`src/logic/isaPkg.sv`:
```
`default_nettype none

package isaPkg;

  // Kept subset of the Phaethon opcode map
  typedef enum logic [7:0] {
    MovRC   = 8'h01,
    MovRR   = 8'h02,
    AddRRR  = 8'h03,
    AddRRC  = 8'h04,
    SubRRR  = 8'h05,
    ShlRRR  = 8'h06,
    CmpRC   = 8'h07,
    JmpC    = 8'h08,
    JeC     = 8'h09,
    JneC    = 8'h0a,
    MovRdR  = 8'h0b,
    MovdRoR = 8'h0c
  } opcode_t;

  localparam opcode_t maxOpcode = MovdRoR;  // Anything above halts

  // One memory word, seen as instruction or as constant
  typedef union packed {
    struct packed {
      logic [7:0] rc;
      logic [7:0] rb;
      logic [7:0] ra;      // Destination for writes
      opcode_t    opcode;  // Low byte
    } fields;
    logic [31:0] raw;
  } instrWord_t;

  typedef enum logic [7:0] {
    haltNone      = 8'h00,
    haltBadFetch  = 8'h01,
    haltBadConst  = 8'h02,
    haltBadData   = 8'h03,
    haltBadOpcode = 8'h04
  } haltCode_t;

  // Flag word bit positions
  localparam int flagEq = 0;
  localparam int flagLt = 1;
  localparam int flagGt = 2;

  // Opcodes with a trailing constant word
  function automatic logic isEightByte(opcode_t op);
    case (op)
      MovRC, AddRRC, CmpRC, JmpC, JeC, JneC, MovdRoR: return 1'b1;
      default: return 1'b0;
    endcase
  endfunction

  function automatic logic isMemOp(opcode_t op);
    return (op == MovRdR) || (op == MovdRoR);  // Data access needed
  endfunction

endpackage

`default_nettype wire

```
`src/logic/memBusPkg.sv`:
```
`default_nettype none

package memBusPkg;

  // Status word from the memory side
  typedef enum logic [1:0] {
    memIdle  = 2'b00,  // Shown between responses
    memReady = 2'b01,  // One cycle, read data valid
    memError = 2'b10
  } memStatus_t;

  // Who issued the outstanding request
  typedef enum logic {
    ownerFetch = 1'b0,
    ownerData  = 1'b1
  } owner_t;

endpackage

`default_nettype wire

```
`src/logic/regFile.sv`:
```
`timescale 1ns/1ns
`default_nettype none

module regFile #(
  parameter int regCount  = 16,
  parameter int dataWidth = 32
) (
  input  wire                         clk,
  input  wire                         reset,
  input  wire [$clog2(regCount)-1:0] rdIndexA,
  input  wire [$clog2(regCount)-1:0] rdIndexB,
  input  wire [$clog2(regCount)-1:0] rdIndexC,
  input  wire [$clog2(regCount)-1:0] wrIndex,
  input  wire                         wrEnable,
  input  wire [dataWidth-1:0]         wrData,
  output logic [dataWidth-1:0]        rdDataA,
  output logic [dataWidth-1:0]        rdDataB,
  output logic [dataWidth-1:0]        rdDataC
);

  logic [dataWidth-1:0] regs [regCount];

  always_ff @(posedge clk or posedge reset) begin
    if (reset) begin
      for (int i = 0; i < regCount; i++) begin
        regs[i] <= '0;  // Programs start from zeroed registers
      end
    end else if (wrEnable) begin
      regs[wrIndex] <= wrData;
    end
  end

  // Reads see the value before this cycle's write
  assign rdDataA = regs[rdIndexA];
  assign rdDataB = regs[rdIndexB];
  assign rdDataC = regs[rdIndexC];

  wrInRange: assert property (@(posedge clk) disable iff (reset)
    wrEnable |-> (int'(wrIndex) < regCount));

endmodule

`default_nettype wire

```
`src/logic/execUnit.sv`:
```
`timescale 1ns/1ns
`default_nettype none

module execUnit #(
  parameter int regCount  = 16,
  parameter int dataWidth = 32
) (
  input  wire                  clk,
  input  wire                  reset,
  input  wire                  execStrobe,  // High in writeback
  input  wire isaPkg::opcode_t opLatch,
  input  wire [dataWidth-1:0]  operandA,
  input  wire [dataWidth-1:0]  operandB,
  input  wire [dataWidth-1:0]  operandC,
  input  wire [dataWidth-1:0]  constWord,
  output logic [dataWidth-1:0] aluResult,
  output logic                 aluWrite,
  output logic                 branchTaken,
  output logic [dataWidth-1:0] branchTarget
);

  logic [2:0] flags;  // Eq, lt, gt from the last CmpRC

  // Register fields are one byte wide
  if ($clog2(regCount) > 8) begin : gRegCountCheck
    $error("regCount exceeds what a register field can index");
  end

  // Destination is ra, sources rb and rc or the constant
  always_comb begin
    aluWrite = 1'b1;
    case (opLatch)
      isaPkg::MovRC:  aluResult = constWord;
      isaPkg::AddRRR: aluResult = operandB + operandC;
      isaPkg::AddRRC: aluResult = operandB + constWord;
      isaPkg::SubRRR: aluResult = operandB - operandC;  // Wraps
      isaPkg::ShlRRR: aluResult = operandB << operandC;
      default: begin
        aluResult = '0;
        aluWrite  = 1'b0;  // Jumps, compare and memory ops
      end
    endcase
  end

  always_ff @(posedge clk or posedge reset) begin
    if (reset) begin
      flags <= '0;
    end else if (execStrobe && opLatch == isaPkg::CmpRC) begin
      flags[isaPkg::flagEq] <= (operandA == constWord);
      flags[isaPkg::flagLt] <= (operandA < constWord);   // Unsigned compare
      flags[isaPkg::flagGt] <= (operandA > constWord);
    end
  end

  always_comb begin
    case (opLatch)
      isaPkg::JmpC: branchTaken = 1'b1;
      isaPkg::JeC:  branchTaken = flags[isaPkg::flagEq];
      isaPkg::JneC: branchTaken = !flags[isaPkg::flagEq];
      default:      branchTaken = 1'b0;
    endcase
  end

  assign branchTarget = constWord;  // Absolute target

endmodule

`default_nettype wire

```
`src/logic/loadStore.sv`:
```
`timescale 1ns/1ns
`default_nettype none

module loadStore #(
  parameter int dataWidth = 32
) (
  input  wire                     clk,
  input  wire                     reset,
  input  wire                     lsStart,
  input  wire                     lsIsStore,
  input  wire [dataWidth-1:0]     lsBase,
  input  wire [dataWidth-1:0]     lsOffset,
  input  wire [dataWidth-1:0]     lsStoreData,
  input  wire                     respReady,  // Data side of arbiter
  input  wire                     respError,
  input  wire isaPkg::instrWord_t respWord,
  output logic                    dataReadReq,
  output logic                    dataWriteReq,
  output logic [dataWidth-1:0]    dataAddress,
  output logic [dataWidth-1:0]    dataWriteData,
  output logic                    lsDone,
  output logic                    lsError,
  output logic [dataWidth-1:0]    lsLoadData,
  output logic [dataWidth-1:0]    lsErrAddress
);

  logic busy;  // Request in flight

  always_ff @(posedge clk or posedge reset) begin
    if (reset) begin
      busy         <= 1'b0;
      dataReadReq  <= 1'b0;
      dataWriteReq <= 1'b0;
      lsDone       <= 1'b0;
      lsError      <= 1'b0;
    end else begin
      dataReadReq  <= lsStart && !lsIsStore;  // Strobe one cycle after start
      dataWriteReq <= lsStart && lsIsStore;
      lsDone       <= busy && respReady;
      lsError      <= busy && respError;
      if (lsStart) busy <= 1'b1;
      else if (respReady || respError) busy <= 1'b0;
    end
  end

  always_ff @(posedge clk) begin
    if (lsStart) begin
      dataAddress   <= lsBase + lsOffset;
      dataWriteData <= lsStoreData;
    end
    if (busy && respReady) lsLoadData <= respWord.raw;  // Word taken as data
  end

  assign lsErrAddress = dataAddress;  // Held until the next start

  noStartWhileBusy: assert property (@(posedge clk) disable iff (reset) lsStart |-> !busy);

endmodule

`default_nettype wire

```
`src/logic/memArbiter.sv`:
```
`timescale 1ns/1ns
`default_nettype none

module memArbiter #(
  parameter int dataWidth = 32
) (
  input  wire                        clk,
  input  wire                        reset,
  input  wire                        fetchReq,
  input  wire [dataWidth-1:0]        fetchAddress,
  input  wire                        dataReadReq,
  input  wire                        dataWriteReq,
  input  wire [dataWidth-1:0]        dataAddress,
  input  wire [dataWidth-1:0]        dataWriteData,
  input  wire [dataWidth-1:0]        memReadData,
  input  wire memBusPkg::memStatus_t memStatus,
  output logic [dataWidth-1:0]       memAddress,
  output logic [dataWidth-1:0]       memWriteData,
  output logic                       memReadReq,
  output logic                       memWriteReq,
  output logic                       fetchRespReady,
  output logic                       fetchRespError,
  output isaPkg::instrWord_t         fetchRespWord,
  output logic                       dataRespReady,
  output logic                       dataRespError,
  output isaPkg::instrWord_t         dataRespWord
);

  logic              dataReq;
  logic              outstanding;
  logic              respIn;
  memBusPkg::owner_t owner;

  // Requests pass straight through, data wins a tie
  assign dataReq      = dataReadReq || dataWriteReq;
  assign memReadReq   = dataReq ? dataReadReq : fetchReq;
  assign memWriteReq  = dataWriteReq;
  assign memAddress   = dataReq ? dataAddress : fetchAddress;
  assign memWriteData = dataWriteData;
  assign respIn       = outstanding && (memStatus != memBusPkg::memIdle);

  always_ff @(posedge clk or posedge reset) begin
    if (reset) begin
      outstanding    <= 1'b0;
      owner          <= memBusPkg::ownerFetch;
      fetchRespReady <= 1'b0;
      fetchRespError <= 1'b0;
      dataRespReady  <= 1'b0;
      dataRespError  <= 1'b0;
    end else begin
      // Status steered to its owner one cycle later
      fetchRespReady <= respIn && owner == memBusPkg::ownerFetch &&
                        memStatus == memBusPkg::memReady;
      fetchRespError <= respIn && owner == memBusPkg::ownerFetch &&
                        memStatus == memBusPkg::memError;
      dataRespReady  <= respIn && owner == memBusPkg::ownerData &&
                        memStatus == memBusPkg::memReady;
      dataRespError  <= respIn && owner == memBusPkg::ownerData &&
                        memStatus == memBusPkg::memError;
      if (fetchReq || dataReq) begin
        outstanding <= 1'b1;
        owner       <= dataReq ? memBusPkg::ownerData : memBusPkg::ownerFetch;
      end else if (respIn) begin
        outstanding <= 1'b0;
      end
    end
  end

  always_ff @(posedge clk) begin
    if (respIn && owner == memBusPkg::ownerFetch) fetchRespWord.raw <= memReadData;
    if (respIn && owner == memBusPkg::ownerData) dataRespWord.raw <= memReadData;
  end

  noDualStrobe: assert property (@(posedge clk) disable iff (reset) !(fetchReq && dataReq));

  // One request in flight at a time
  noOverlap: assert property (@(posedge clk) disable iff (reset)
    (fetchReq || dataReq) |-> !outstanding);

endmodule

`default_nettype wire

```
`src/logic/instrSequencer.sv`:
```
`timescale 1ns/1ns
`default_nettype none

module instrSequencer #(
  parameter int regCount  = 16,
  parameter int dataWidth = 32
) (
  input  wire                          clk,
  input  wire                          reset,
  input  wire                          respReady,  // Fetch side of arbiter
  input  wire                          respError,
  input  wire isaPkg::instrWord_t      respWord,
  input  wire [dataWidth-1:0]          rdDataA,
  input  wire [dataWidth-1:0]          rdDataB,
  input  wire [dataWidth-1:0]          rdDataC,
  input  wire [dataWidth-1:0]          aluResult,
  input  wire                          aluWrite,
  input  wire                          branchTaken,
  input  wire [dataWidth-1:0]          branchTarget,
  input  wire                          lsDone,
  input  wire                          lsError,
  input  wire [dataWidth-1:0]          lsLoadData,
  input  wire [dataWidth-1:0]          lsErrAddress,
  output logic                         fetchReq,
  output logic [dataWidth-1:0]         fetchAddress,
  output logic [$clog2(regCount)-1:0] rdIndexA,
  output logic [$clog2(regCount)-1:0] rdIndexB,
  output logic [$clog2(regCount)-1:0] rdIndexC,
  output logic [$clog2(regCount)-1:0] wrIndex,
  output logic                         wrEnable,
  output logic [dataWidth-1:0]         wrData,
  output isaPkg::opcode_t              opLatch,
  output logic [dataWidth-1:0]         operandA,
  output logic [dataWidth-1:0]         operandB,
  output logic [dataWidth-1:0]         operandC,
  output logic [dataWidth-1:0]         constWord,
  output logic                         execStrobe,
  output logic                         lsStart,
  output logic                         lsIsStore,
  output logic [dataWidth-1:0]         lsBase,
  output logic [dataWidth-1:0]         lsOffset,
  output logic [dataWidth-1:0]         lsStoreData,
  output logic                         halted,
  output isaPkg::haltCode_t            haltCode,
  output logic [dataWidth-1:0]         haltData
);

  localparam int idxWidth = $clog2(regCount);

  // Mode encoding
  localparam logic [2:0] sFetch     = 3'd0;  // Only right after reset
  localparam logic [2:0] sFetchWait = 3'd1;
  localparam logic [2:0] sDecode    = 3'd2;
  localparam logic [2:0] sOperand   = 3'd3;
  localparam logic [2:0] sConstWait = 3'd4;
  localparam logic [2:0] sMemWait   = 3'd5;
  localparam logic [2:0] sWriteback = 3'd6;
  localparam logic [2:0] sHalt      = 3'd7;

  logic [2:0]           mode;
  isaPkg::instrWord_t   instr;     // Current instruction word
  logic [dataWidth-1:0] ip;
  logic [dataWidth-1:0] nextIp;
  logic [dataWidth-1:0] loadData;
  logic                 opValid;

  // Fields index the register file by their low bits
  assign opLatch  = instr.fields.opcode;
  assign rdIndexA = instr.fields.ra[idxWidth-1:0];
  assign rdIndexB = instr.fields.rb[idxWidth-1:0];
  assign rdIndexC = instr.fields.rc[idxWidth-1:0];
  assign wrIndex  = rdIndexA;
  assign opValid  = (opLatch != 0) && (opLatch <= isaPkg::maxOpcode);

  // Constant word sits right after the instruction
  assign fetchAddress = (mode == sConstWait) ? ip + dataWidth'(4) : ip;

  // Load uses [rb], store uses [ra + const]
  assign lsIsStore   = (opLatch == isaPkg::MovdRoR);
  assign lsBase      = lsIsStore ? operandA : operandB;
  assign lsOffset    = lsIsStore ? constWord : '0;
  assign lsStoreData = operandB;

  assign execStrobe = (mode == sWriteback);
  assign wrEnable   = execStrobe &&
                      (aluWrite || opLatch == isaPkg::MovRR || opLatch == isaPkg::MovRdR);

  always_comb begin
    case (opLatch)
      isaPkg::MovRR:  wrData = operandB;
      isaPkg::MovRdR: wrData = loadData;
      default:        wrData = aluResult;
    endcase
  end

  assign nextIp = branchTaken ? branchTarget :
                  ip + dataWidth'(isaPkg::isEightByte(opLatch) ? 8 : 4);

  task automatic enterHalt(input isaPkg::haltCode_t code, input logic [dataWidth-1:0] data);
    halted   <= 1'b1;
    haltCode <= code;
    haltData <= data;
    mode     <= sHalt;
  endtask

  always_ff @(posedge clk or posedge reset) begin
    if (reset) begin
      mode     <= sFetch;
      ip       <= '0;
      fetchReq <= 1'b0;
      lsStart  <= 1'b0;
      halted   <= 1'b0;
      haltCode <= isaPkg::haltNone;
      haltData <= '0;
    end else begin
      fetchReq <= 1'b0;  // Strobes last one cycle
      lsStart  <= 1'b0;
      case (mode)
        sFetch: begin
          fetchReq <= 1'b1;
          mode     <= sFetchWait;
        end
        sFetchWait: begin
          if (respReady) mode <= sDecode;
          else if (respError) enterHalt(isaPkg::haltBadFetch, fetchAddress);
        end
        sDecode: begin
          if (opValid) mode <= sOperand;
          else enterHalt(isaPkg::haltBadOpcode, dataWidth'(opLatch));  // Opcode as data
        end
        sOperand: begin
          if (isaPkg::isEightByte(opLatch)) begin
            fetchReq <= 1'b1;
            mode     <= sConstWait;
          end else if (isaPkg::isMemOp(opLatch)) begin
            lsStart <= 1'b1;
            mode    <= sMemWait;
          end else begin
            mode <= sWriteback;
          end
        end
        sConstWait: begin
          if (respReady) begin
            if (isaPkg::isMemOp(opLatch)) begin
              lsStart <= 1'b1;  // Store needs the constant offset
              mode    <= sMemWait;
            end else begin
              mode <= sWriteback;
            end
          end else if (respError) begin
            enterHalt(isaPkg::haltBadConst, fetchAddress);
          end
        end
        sMemWait: begin
          if (lsDone) mode <= sWriteback;
          else if (lsError) enterHalt(isaPkg::haltBadData, lsErrAddress);
        end
        sWriteback: begin
          ip       <= nextIp;
          fetchReq <= 1'b1;  // Next fetch follows directly
          mode     <= sFetchWait;
        end
        default: ;  // Halt holds until reset
      endcase
    end
  end

  // Instruction, operand and memory word capture
  always_ff @(posedge clk) begin
    case (mode)
      sFetchWait: if (respReady) instr <= respWord;
      sDecode: begin
        operandA <= rdDataA;
        operandB <= rdDataB;
        operandC <= rdDataC;
      end
      sConstWait: if (respReady) constWord <= respWord.raw;
      sMemWait: if (lsDone) loadData <= lsLoadData;
      default: ;
    endcase
  end

  haltSticky: assert property (@(posedge clk) disable iff (reset) halted |=> halted);

endmodule

`default_nettype wire

```
`src/logic/phaethonCore.sv`:
```
`timescale 1ns/1ns
`default_nettype none

module phaethonCore #(
  parameter int regCount  = 16,
  parameter int dataWidth = 32
) (
  input  wire                        clk,
  input  wire                        reset,
  input  wire [dataWidth-1:0]        memReadData,
  input  wire memBusPkg::memStatus_t memStatus,
  output logic [dataWidth-1:0]       memAddress,
  output logic [dataWidth-1:0]       memWriteData,
  output logic                       memReadReq,
  output logic                       memWriteReq,
  output logic                       halted,
  output isaPkg::haltCode_t          haltCode,
  output logic [dataWidth-1:0]       haltData
);

  localparam int idxWidth = $clog2(regCount);

  // Fetch and data sides of the arbiter
  logic                 fetchReq;
  logic [dataWidth-1:0] fetchAddress;
  logic                 dataReadReq;
  logic                 dataWriteReq;
  logic [dataWidth-1:0] dataAddress;
  logic [dataWidth-1:0] dataWriteData;
  logic                 fetchRespReady;
  logic                 fetchRespError;
  isaPkg::instrWord_t   fetchRespWord;
  logic                 dataRespReady;
  logic                 dataRespError;
  isaPkg::instrWord_t   dataRespWord;

  // Register file
  logic [idxWidth-1:0]  rdIndexA, rdIndexB, rdIndexC;
  logic [idxWidth-1:0]  wrIndex;
  logic                 wrEnable;
  logic [dataWidth-1:0] wrData;
  logic [dataWidth-1:0] rdDataA, rdDataB, rdDataC;

  // Execute unit
  isaPkg::opcode_t      opLatch;
  logic [dataWidth-1:0] operandA, operandB, operandC;
  logic [dataWidth-1:0] constWord;
  logic                 execStrobe;
  logic [dataWidth-1:0] aluResult;
  logic                 aluWrite;
  logic                 branchTaken;
  logic [dataWidth-1:0] branchTarget;

  // Load/store handshake
  logic                 lsStart;
  logic                 lsIsStore;
  logic [dataWidth-1:0] lsBase, lsOffset, lsStoreData;
  logic                 lsDone;
  logic                 lsError;
  logic [dataWidth-1:0] lsLoadData;
  logic [dataWidth-1:0] lsErrAddress;

  instrSequencer #(.regCount(regCount), .dataWidth(dataWidth)) u_seq (
    .*,
    .respReady(fetchRespReady),
    .respError(fetchRespError),
    .respWord (fetchRespWord)
  );

  regFile #(.regCount(regCount), .dataWidth(dataWidth)) u_regs (.*);

  execUnit #(.regCount(regCount), .dataWidth(dataWidth)) u_exec (.*);

  loadStore #(.dataWidth(dataWidth)) u_ls (
    .*,
    .respReady(dataRespReady),
    .respError(dataRespError),
    .respWord (dataRespWord)
  );

  memArbiter #(.dataWidth(dataWidth)) u_arb (.*);

endmodule

`default_nettype wire

```
`config.mk`:
```
export PLATFORM = sky130hd
export DESIGN_NAME = phaethonCore
export DESIGN_NICKNAME = d
export VERILOG_FILES = /design/src/logic/isaPkg.sv /design/src/logic/memBusPkg.sv /design/src/logic/regFile.sv /design/src/logic/execUnit.sv /design/src/logic/loadStore.sv /design/src/logic/memArbiter.sv /design/src/logic/instrSequencer.sv /design/src/logic/phaethonCore.sv
export SDC_FILE = /design/constraint.sdc
export NUM_CORES = 2
export LEC_CHECK = 0
export BUFFER_PORTS_ARGS = -buffer_cell sky130_fd_sc_hd__buf_2
export CAP_MARGIN = 20
export CORE_MARGIN = 2
export CORE_UTILIZATION = 45
export CTS_CLUSTER_DIAMETER = 40
export DETAILED_ROUTE_END_ITERATION = 8
export PLACE_DENSITY = 0.7
export SYNTH_ARGS = -nofsm -noshare
export SYNTH_HDL_FRONTEND = slang
export SYNTH_HIERARCHICAL = 1
export SYNTH_SLANG_ARGS = --single-unit
```
`constraint.sdc`:
```
create_clock -name clk -period 24 [get_ports clk]
set_input_delay 4.8 -clock clk [delete_from_list [all_inputs] [get_ports clk]]
set_output_delay 4.8 -clock clk [all_outputs]
set_load 0.05 [all_outputs]
```
# After elaboration in Yosys (flattened, before gate mapping)
# Cells that the tools add are included.
[op_classes]
n_addsub = 6
order_cmp = 5
n_eq_ne = 31
shifts = 1
muxes = 65
bitwise_logic = 4
n_reduce_logical = 41
[ops]
columns = ["op", "n"]
rows = [
  ["32-bit 2-to-1 mux", 17],
  ["512-bit bitwise mux", 1],
  ["32-bit binary-select mux with 4-bit select", 3],
  ["32-bit case mux with 5 select lines", 1],
  ["32-bit adder", 4],
  ["32-bit demux with 4-bit select", 1],
  ["32-bit case mux with 3 select lines", 1],
  ["32-bit case mux with 2 select lines", 1],
  ["8-bit 2-to-1 mux", 7],
  ["8-bit by 4-bit == test with 1-bit output (second input constant)", 5],
  ["32-bit by 3-bit adder with 32-bit output (second input constant)", 1],
  ["32-bit == test", 1],
  ["8-bit by 3-bit == test with 1-bit output (second input constant)", 4],
  ["8-bit case mux with 4 select lines", 1],
  ["32-bit by 32-bit << shifter with 32-bit output", 1],
  ["32-bit subtractor", 1],
  ["3-bit 2-to-1 mux", 7],
  ["1-bit 2-to-1 mux", 18],
  ["3-bit case mux with 6 select lines", 1],
  ["8-bit by 2-bit == test with 1-bit output (second input constant)", 2],
  ["5-bit greater-or-equal comparator (second input constant)", 3],
  ["1-bit logical AND", 15],
  ["4-bit inverter with 5-bit output", 3],
  ["2-bit inequality test (second input constant)", 5],
  ["other kinds (29)", 49],
]
[totals]
reg_bits = 950
inputBits = 36
wordCells = 199

# Depth between registers and ports, before layout
[depth]
ltp_word = 6
depth_mapped = 25

# Modules after synthesis
# Netlist, hierarchy kept.
[by_module_without_submodules]
columns = ["module", "n_inst", "cells_each", "area_each_um2", "seq_area_each_um2"]
rows = [
  ["regFile", 1, 1948, 30222.7, 12812.3],
  ["instrSequencer", 1, 1064, 12080.3, 7231.9],
  ["execUnit", 1, 907, 6127.1, 25.0],
  ["loadStore", 1, 373, 5012.3, 3007.9],
  ["memArbiter", 1, 156, 2919.0, 2072.0],
]

# Worst setup path before layout
# OpenSTA, ideal clock, no wires.
[synth_path]
kind = "register to output"
start = "register u_seq.mode[0]"
end = "output memAddress[24]"
t_arrival_ns = 2.299
t_required_ns = 19.200
setup_slack_ns = 16.901
stages_incl_launch_ff = 7
path_buffers = 1
path_cell_list = "dfrtp_1 -> or3b_1 -> or4_1 -> clkbuf_1 -> or4_4 -> xnor2_1 -> mux2_4"
[synth_via]
elab_chain_cells = 3
[synth_lines]
columns = ["item", "line_no", "text"]
rows = [
  ["from (decl)", "instrSequencer.sv:60", "logic [2:0] mode;"],
  ["from (signal assigned)", "instrSequencer.sv:108", "mode <= sFetch;"],
  ["from (signal assigned)", "instrSequencer.sv:121", "mode <= sFetchWait;"],
  ["from (signal assigned)", "instrSequencer.sv:124", "if (respReady) mode <= sDecode;"],
  ["3-bit == test", "instrSequencer.sv:76", "assign fetchAddress = (mode == sConstWait) ? ip + dataWidth'(4) : ip;"],
  ["32-bit 2-to-1 mux", "instrSequencer.sv:76", ""],
  ["via fetchAddress[24]", "phaethonCore.sv:25", "logic [dataWidth-1:0] fetchAddress;"],
  ["32-bit 2-to-1 mux", "memArbiter.sv:38", "assign memAddress = dataReq ? dataAddress : fetchAddress;"],
  ["to (decl)", "phaethonCore.sv:12", "output logic [dataWidth-1:0] memAddress,"],
]
# The timed path passes the listed nets, and every way through them passes these cells.

# Final worst setup path
[layout_path]
start = "register u_seq.mode[2]"
end = "output memAddress[30]"
# The elaborated chain is that of the path after synthesis.

==> results.sh <==
export IMPL_netlist_instances=4448
export IMPL_grt_pass1_wl_um=269500
export IMPL_rsz0062_at_grt="false"
export IMPL_reg2reg_setup_slack_ps=17000
export IMPL_p_seq_share_pct=40.4
export IMPL_num_rows=129
export IMPL_synth_area_leaders="dfrtp_1, edfxtp_1, mux4_2"
export IMPL_cp_required_ps=19200
export IMPL_power_mw=4.633
export IMPL_ys_seq_elements=937
export IMPL_holdBufCountCts=0
export IMPL_rr_startpoint="u_seq/instr[5]$_DFFE_PP_"
export IMPL_cts_resized=0
export IMPL_combPwrFrac_pct=15.6
export IMPL_hold_path_end="u_seq/loadData[0]$_DFFE_PP_"
export IMPL_fp_dieW_um=357.9
export IMPL_async_reset_ff_share_pct=63.71
export IMPL_clock_path_buffers=3
export IMPL_yosysTopAreaCell="dfrtp_1"
export IMPL_pwr_share_clk_pct=44.0
export IMPL_p_int_mw=3.240
export IMPL_fmax_mhz=112.8
export IMPL_final_max_slew_viol_count=0
export IMPL_hold_class="flip-flop to flip-flop"
export IMPL_drt_iter0_drc=4907
export IMPL_grt_total_usage_pct=28.81
export IMPL_die_height_um=357.9
export IMPL_ys_warn_count=6
export IMPL_r2r_end="u_regs/regs[223]$_DFFE_PP0P_"
export IMPL_wirelength_um=185400
export IMPL_whs_path_depth=0
export IMPL_p_switching_mw=1.392
export IMPL_synth_common_cells="dfrtp_1, mux2_2, mux4_2, edfxtp_1, nand2_1"
export IMPL_die_area_um2=128100
export IMPL_start_util_pct=45.47
export IMPL_grt_max_degree=175
export IMPL_root_buffer="clkbuf_16"
export IMPL_synth_top_area_share_pct=26.51
export IMPL_grt_pass1_vias=39550
export IMPL_dp_hpwl_um=116800
export IMPL_max_slew_margin_pct=18.22
export IMPL_finClkSkew_ps=41.74
export IMPL_cts_setup_buffers=0
export IMPL_ir_worst_vdd_uv=71.94
export IMPL_clock_latency_ps=780
export IMPL_synth_edf_count=340
export IMPL_hold_violations=0
export IMPL_drive_gt1_share_pct=34.55
export IMPL_crit_fanout=28
export IMPL_antenna_found_initial=13
export IMPL_cap_violations=0
export IMPL_outcome="completed"
export IMPL_cp_start_kind="flip-flop"
export IMPL_synth_seq_area_share_pct=44.62
export IMPL_ys_dominant_reg_cell="dfrtp_1"
export IMPL_synth_cell_type_count=108
export IMPL_tightestPinTransition_ps=1227
export IMPL_firstDrtPassIters=8
export IMPL_yosysMostFrequentCell="dfrtp_1"
export IMPL_period_share_pct=36.95
export IMPL_dp_cells=5807
export IMPL_clkSinkCount=937
export IMPL_syn_avg_cell_area_um2=12.67
export IMPL_worstHoldStart="u_ls/lsLoadData[0]$_DFFE_PP_"
export IMPL_p_leak_nw=25.67
export IMPL_endpoint_kind="primary output"
export IMPL_fin_crit_ps=8869
export IMPL_routed_via_density=6.726
export IMPL_routabilityCongestion=0.9938
export IMPL_grt_overflow_total=0
export IMPL_syn_cell_area_um2=56360
export IMPL_ant_nets=0
export IMPL_h_tree_depth=4
export IMPL_cts_tree="done"
export IMPL_clk_pin_slew_ps=60
export IMPL_routedWlPerCell_um=30.60
export IMPL_worst_r2r_cell_count=19
export IMPL_vias=40765
export IMPL_core_area_um2=124000
export IMPL_drc=0
export IMPL_cp_arrival_ps=4070
export IMPL_area_delta_synth_final_pct=10.23
export IMPL_fin_tns_setup_ps=0
export IMPL_setup_viol=0
export IMPL_nNetsFinal=4414
export IMPL_switching_share_pct=30.05
export IMPL_worstSetupPathType="flip-flop to primary output"
export IMPL_p_per_area_nw_per_um2=74.57
export IMPL_ios=143
export IMPL_port_buffer_count=137
export IMPL_fin_hold_ws_ps=410.8
export IMPL_cts_inserted_buffers=133
export IMPL_final_cells=6061
==> sequential cells by signal (all words and copies together) (netlist names), 3 cells and up <==
| register | count |
|---|---|
| u_seq/operandA | 32 |
| u_arb/dataRespWord | 32 |
| u_regs/regs | 512 |
| u_ls/dataAddress | 32 |
| u_seq/ip | 32 |
| u_ls/lsLoadData | 32 |
| u_seq/operandC | 32 |
| u_seq/loadData | 32 |
| u_seq/constWord | 32 |
| u_seq/haltData | 32 |
| u_arb/fetchRespWord | 32 |
| u_seq/haltCode | 3 |
| u_seq/instr | 20 |
| u_ls/dataWriteData | 32 |
| u_seq/lsStoreData | 32 |
| u_seq/mode | 3 |
==> kinds of logic after synthesis <==
| logic type | share of synthesized area [%] |
|---|---|
| flops | 44.62 |
| xor+xnor | 2.238 |
| mux | 28.59 |
| fa+ha+maj | 1.594 |
| other cells | 0.006653 |
| simple gates | 8.265 |
| buf+inv | 5.115 |
| compound gates | 9.572 |
==> worst max-delay path: stages, from the launching register on <==
cell and delay, ps:
dfrtp_1 860, or3b_1 620, nor4_1 740, nand4_1 360
xnor2_1 220, mux2_2 270, buf_2 220
==> worst max path at each step <==
stage / startpoint / end / slack, ps / depth (start not counted)
2_1_floorplan: reset / u_regs/regs[0]$_DFFE_PP0P_ / 4900 / 1
3_3_place_gp: reset / u_regs/regs[413]$_DFFE_PP0P_ / 15490 / 5
3_5_place_dp: reset / u_regs/regs[349]$_DFFE_PP0P_ / 15430 / 5
4_1_cts: u_seq/mode[2]$_DFFE_PP0P_ / memAddress[24] / 15170 / 6
5_1_grt: u_seq/mode[2]$_DFFE_PP0P_ / memAddress[24] / 15010 / 6
6_report: u_seq/mode[2]$_DFFE_PP0P_ / memAddress[30] / 15130 / 6
==> cells in the final DEF, fill, tap and decap left out, types with 17 or more instances in the layout <==
cell / synthesis / routed
buf_2: 110 / 137
nor3_1: 60 / 59
ha_1: 67 / 67
clkbuf_16: 0 / 140
a22oi_1: 240 / 240
nor4_1: 32 / 31
edfxtp_1: 340 / 340
a31oi_1: 20 / 20
inv_1: 47 / 45
a211oi_1: 24 / 24
nand4_1: 37 / 37
o21ai_0: 120 / 118
or3_1: 20 / 17
nor2b_1: 26 / 19
mux2_4: 29 / 29
mux2i_1: 43 / 43
a21o_1: 31 / 31
and3_1: 19 / 19
buf_4: 144 / 78
nor2_1: 186 / 169
nand2b_1: 29 / 27
and2_1: 54 / 49
mux4_2: 396 / 396
dfrtp_1: 597 / 596
mux2_2: 550 / 550
a21oi_1: 138 / 138
xnor2_1: 62 / 62
nand3_1: 53 / 53
xor2_1: 82 / 82
nand2_1: 337 / 336
==> metrics by stage <==
| step | util [%] | cell area, µm² | worst slack (ps) |
|---|---|---|---|
| finish | 50.12 | 62130 | 15130 |
| CTS | 50.04 | 62030 | 15170 |
| global placement | 46.28 | 57370 | 15490 |
| global route | 50.11 | 62120 | 15010 |
| floorplan | - | 56380 | 4900 |
| detailed placement | 46.28 | 57370 | 15430 |
==> final cells by class <==
type                    instances  area, µm²
clock buffers                 162       3666
repair buffers                225       1494
well taps                    1637       2048
flip-flops and latches        937      25150
clock inverters                85      998.5
diodes                          4      10.01
inverters                      49      191.4
fillers                     10600      61830
multi-input cells            2962      28570
==> power by group through the flow <==
stage	combinational (mW)	clock (mW)	sequential, mW
final	0.723	2.04	1.87
after floorplan	0.454	0	1.93
after global routing	0.770	2.15	1.88
after CTS	0.714	2.07	1.87
after global placement	0.706	0	1.89
after detailed placement	0.710	0	1.90
==> layer usage <==
layer | vias up | global-route usage [%] | share of wire [%]
met5 | - | 0 | 0.011
met2 | 2491 | 44.64 | 46
met3 | 613 | 6.702 | 10
li1 | 16831 | - | -
met4 | 4 | 15.59 | 6.1
met1 | 20826 | 37.65 | 38
Note: power is estimated with default switching activity, not from simulation.
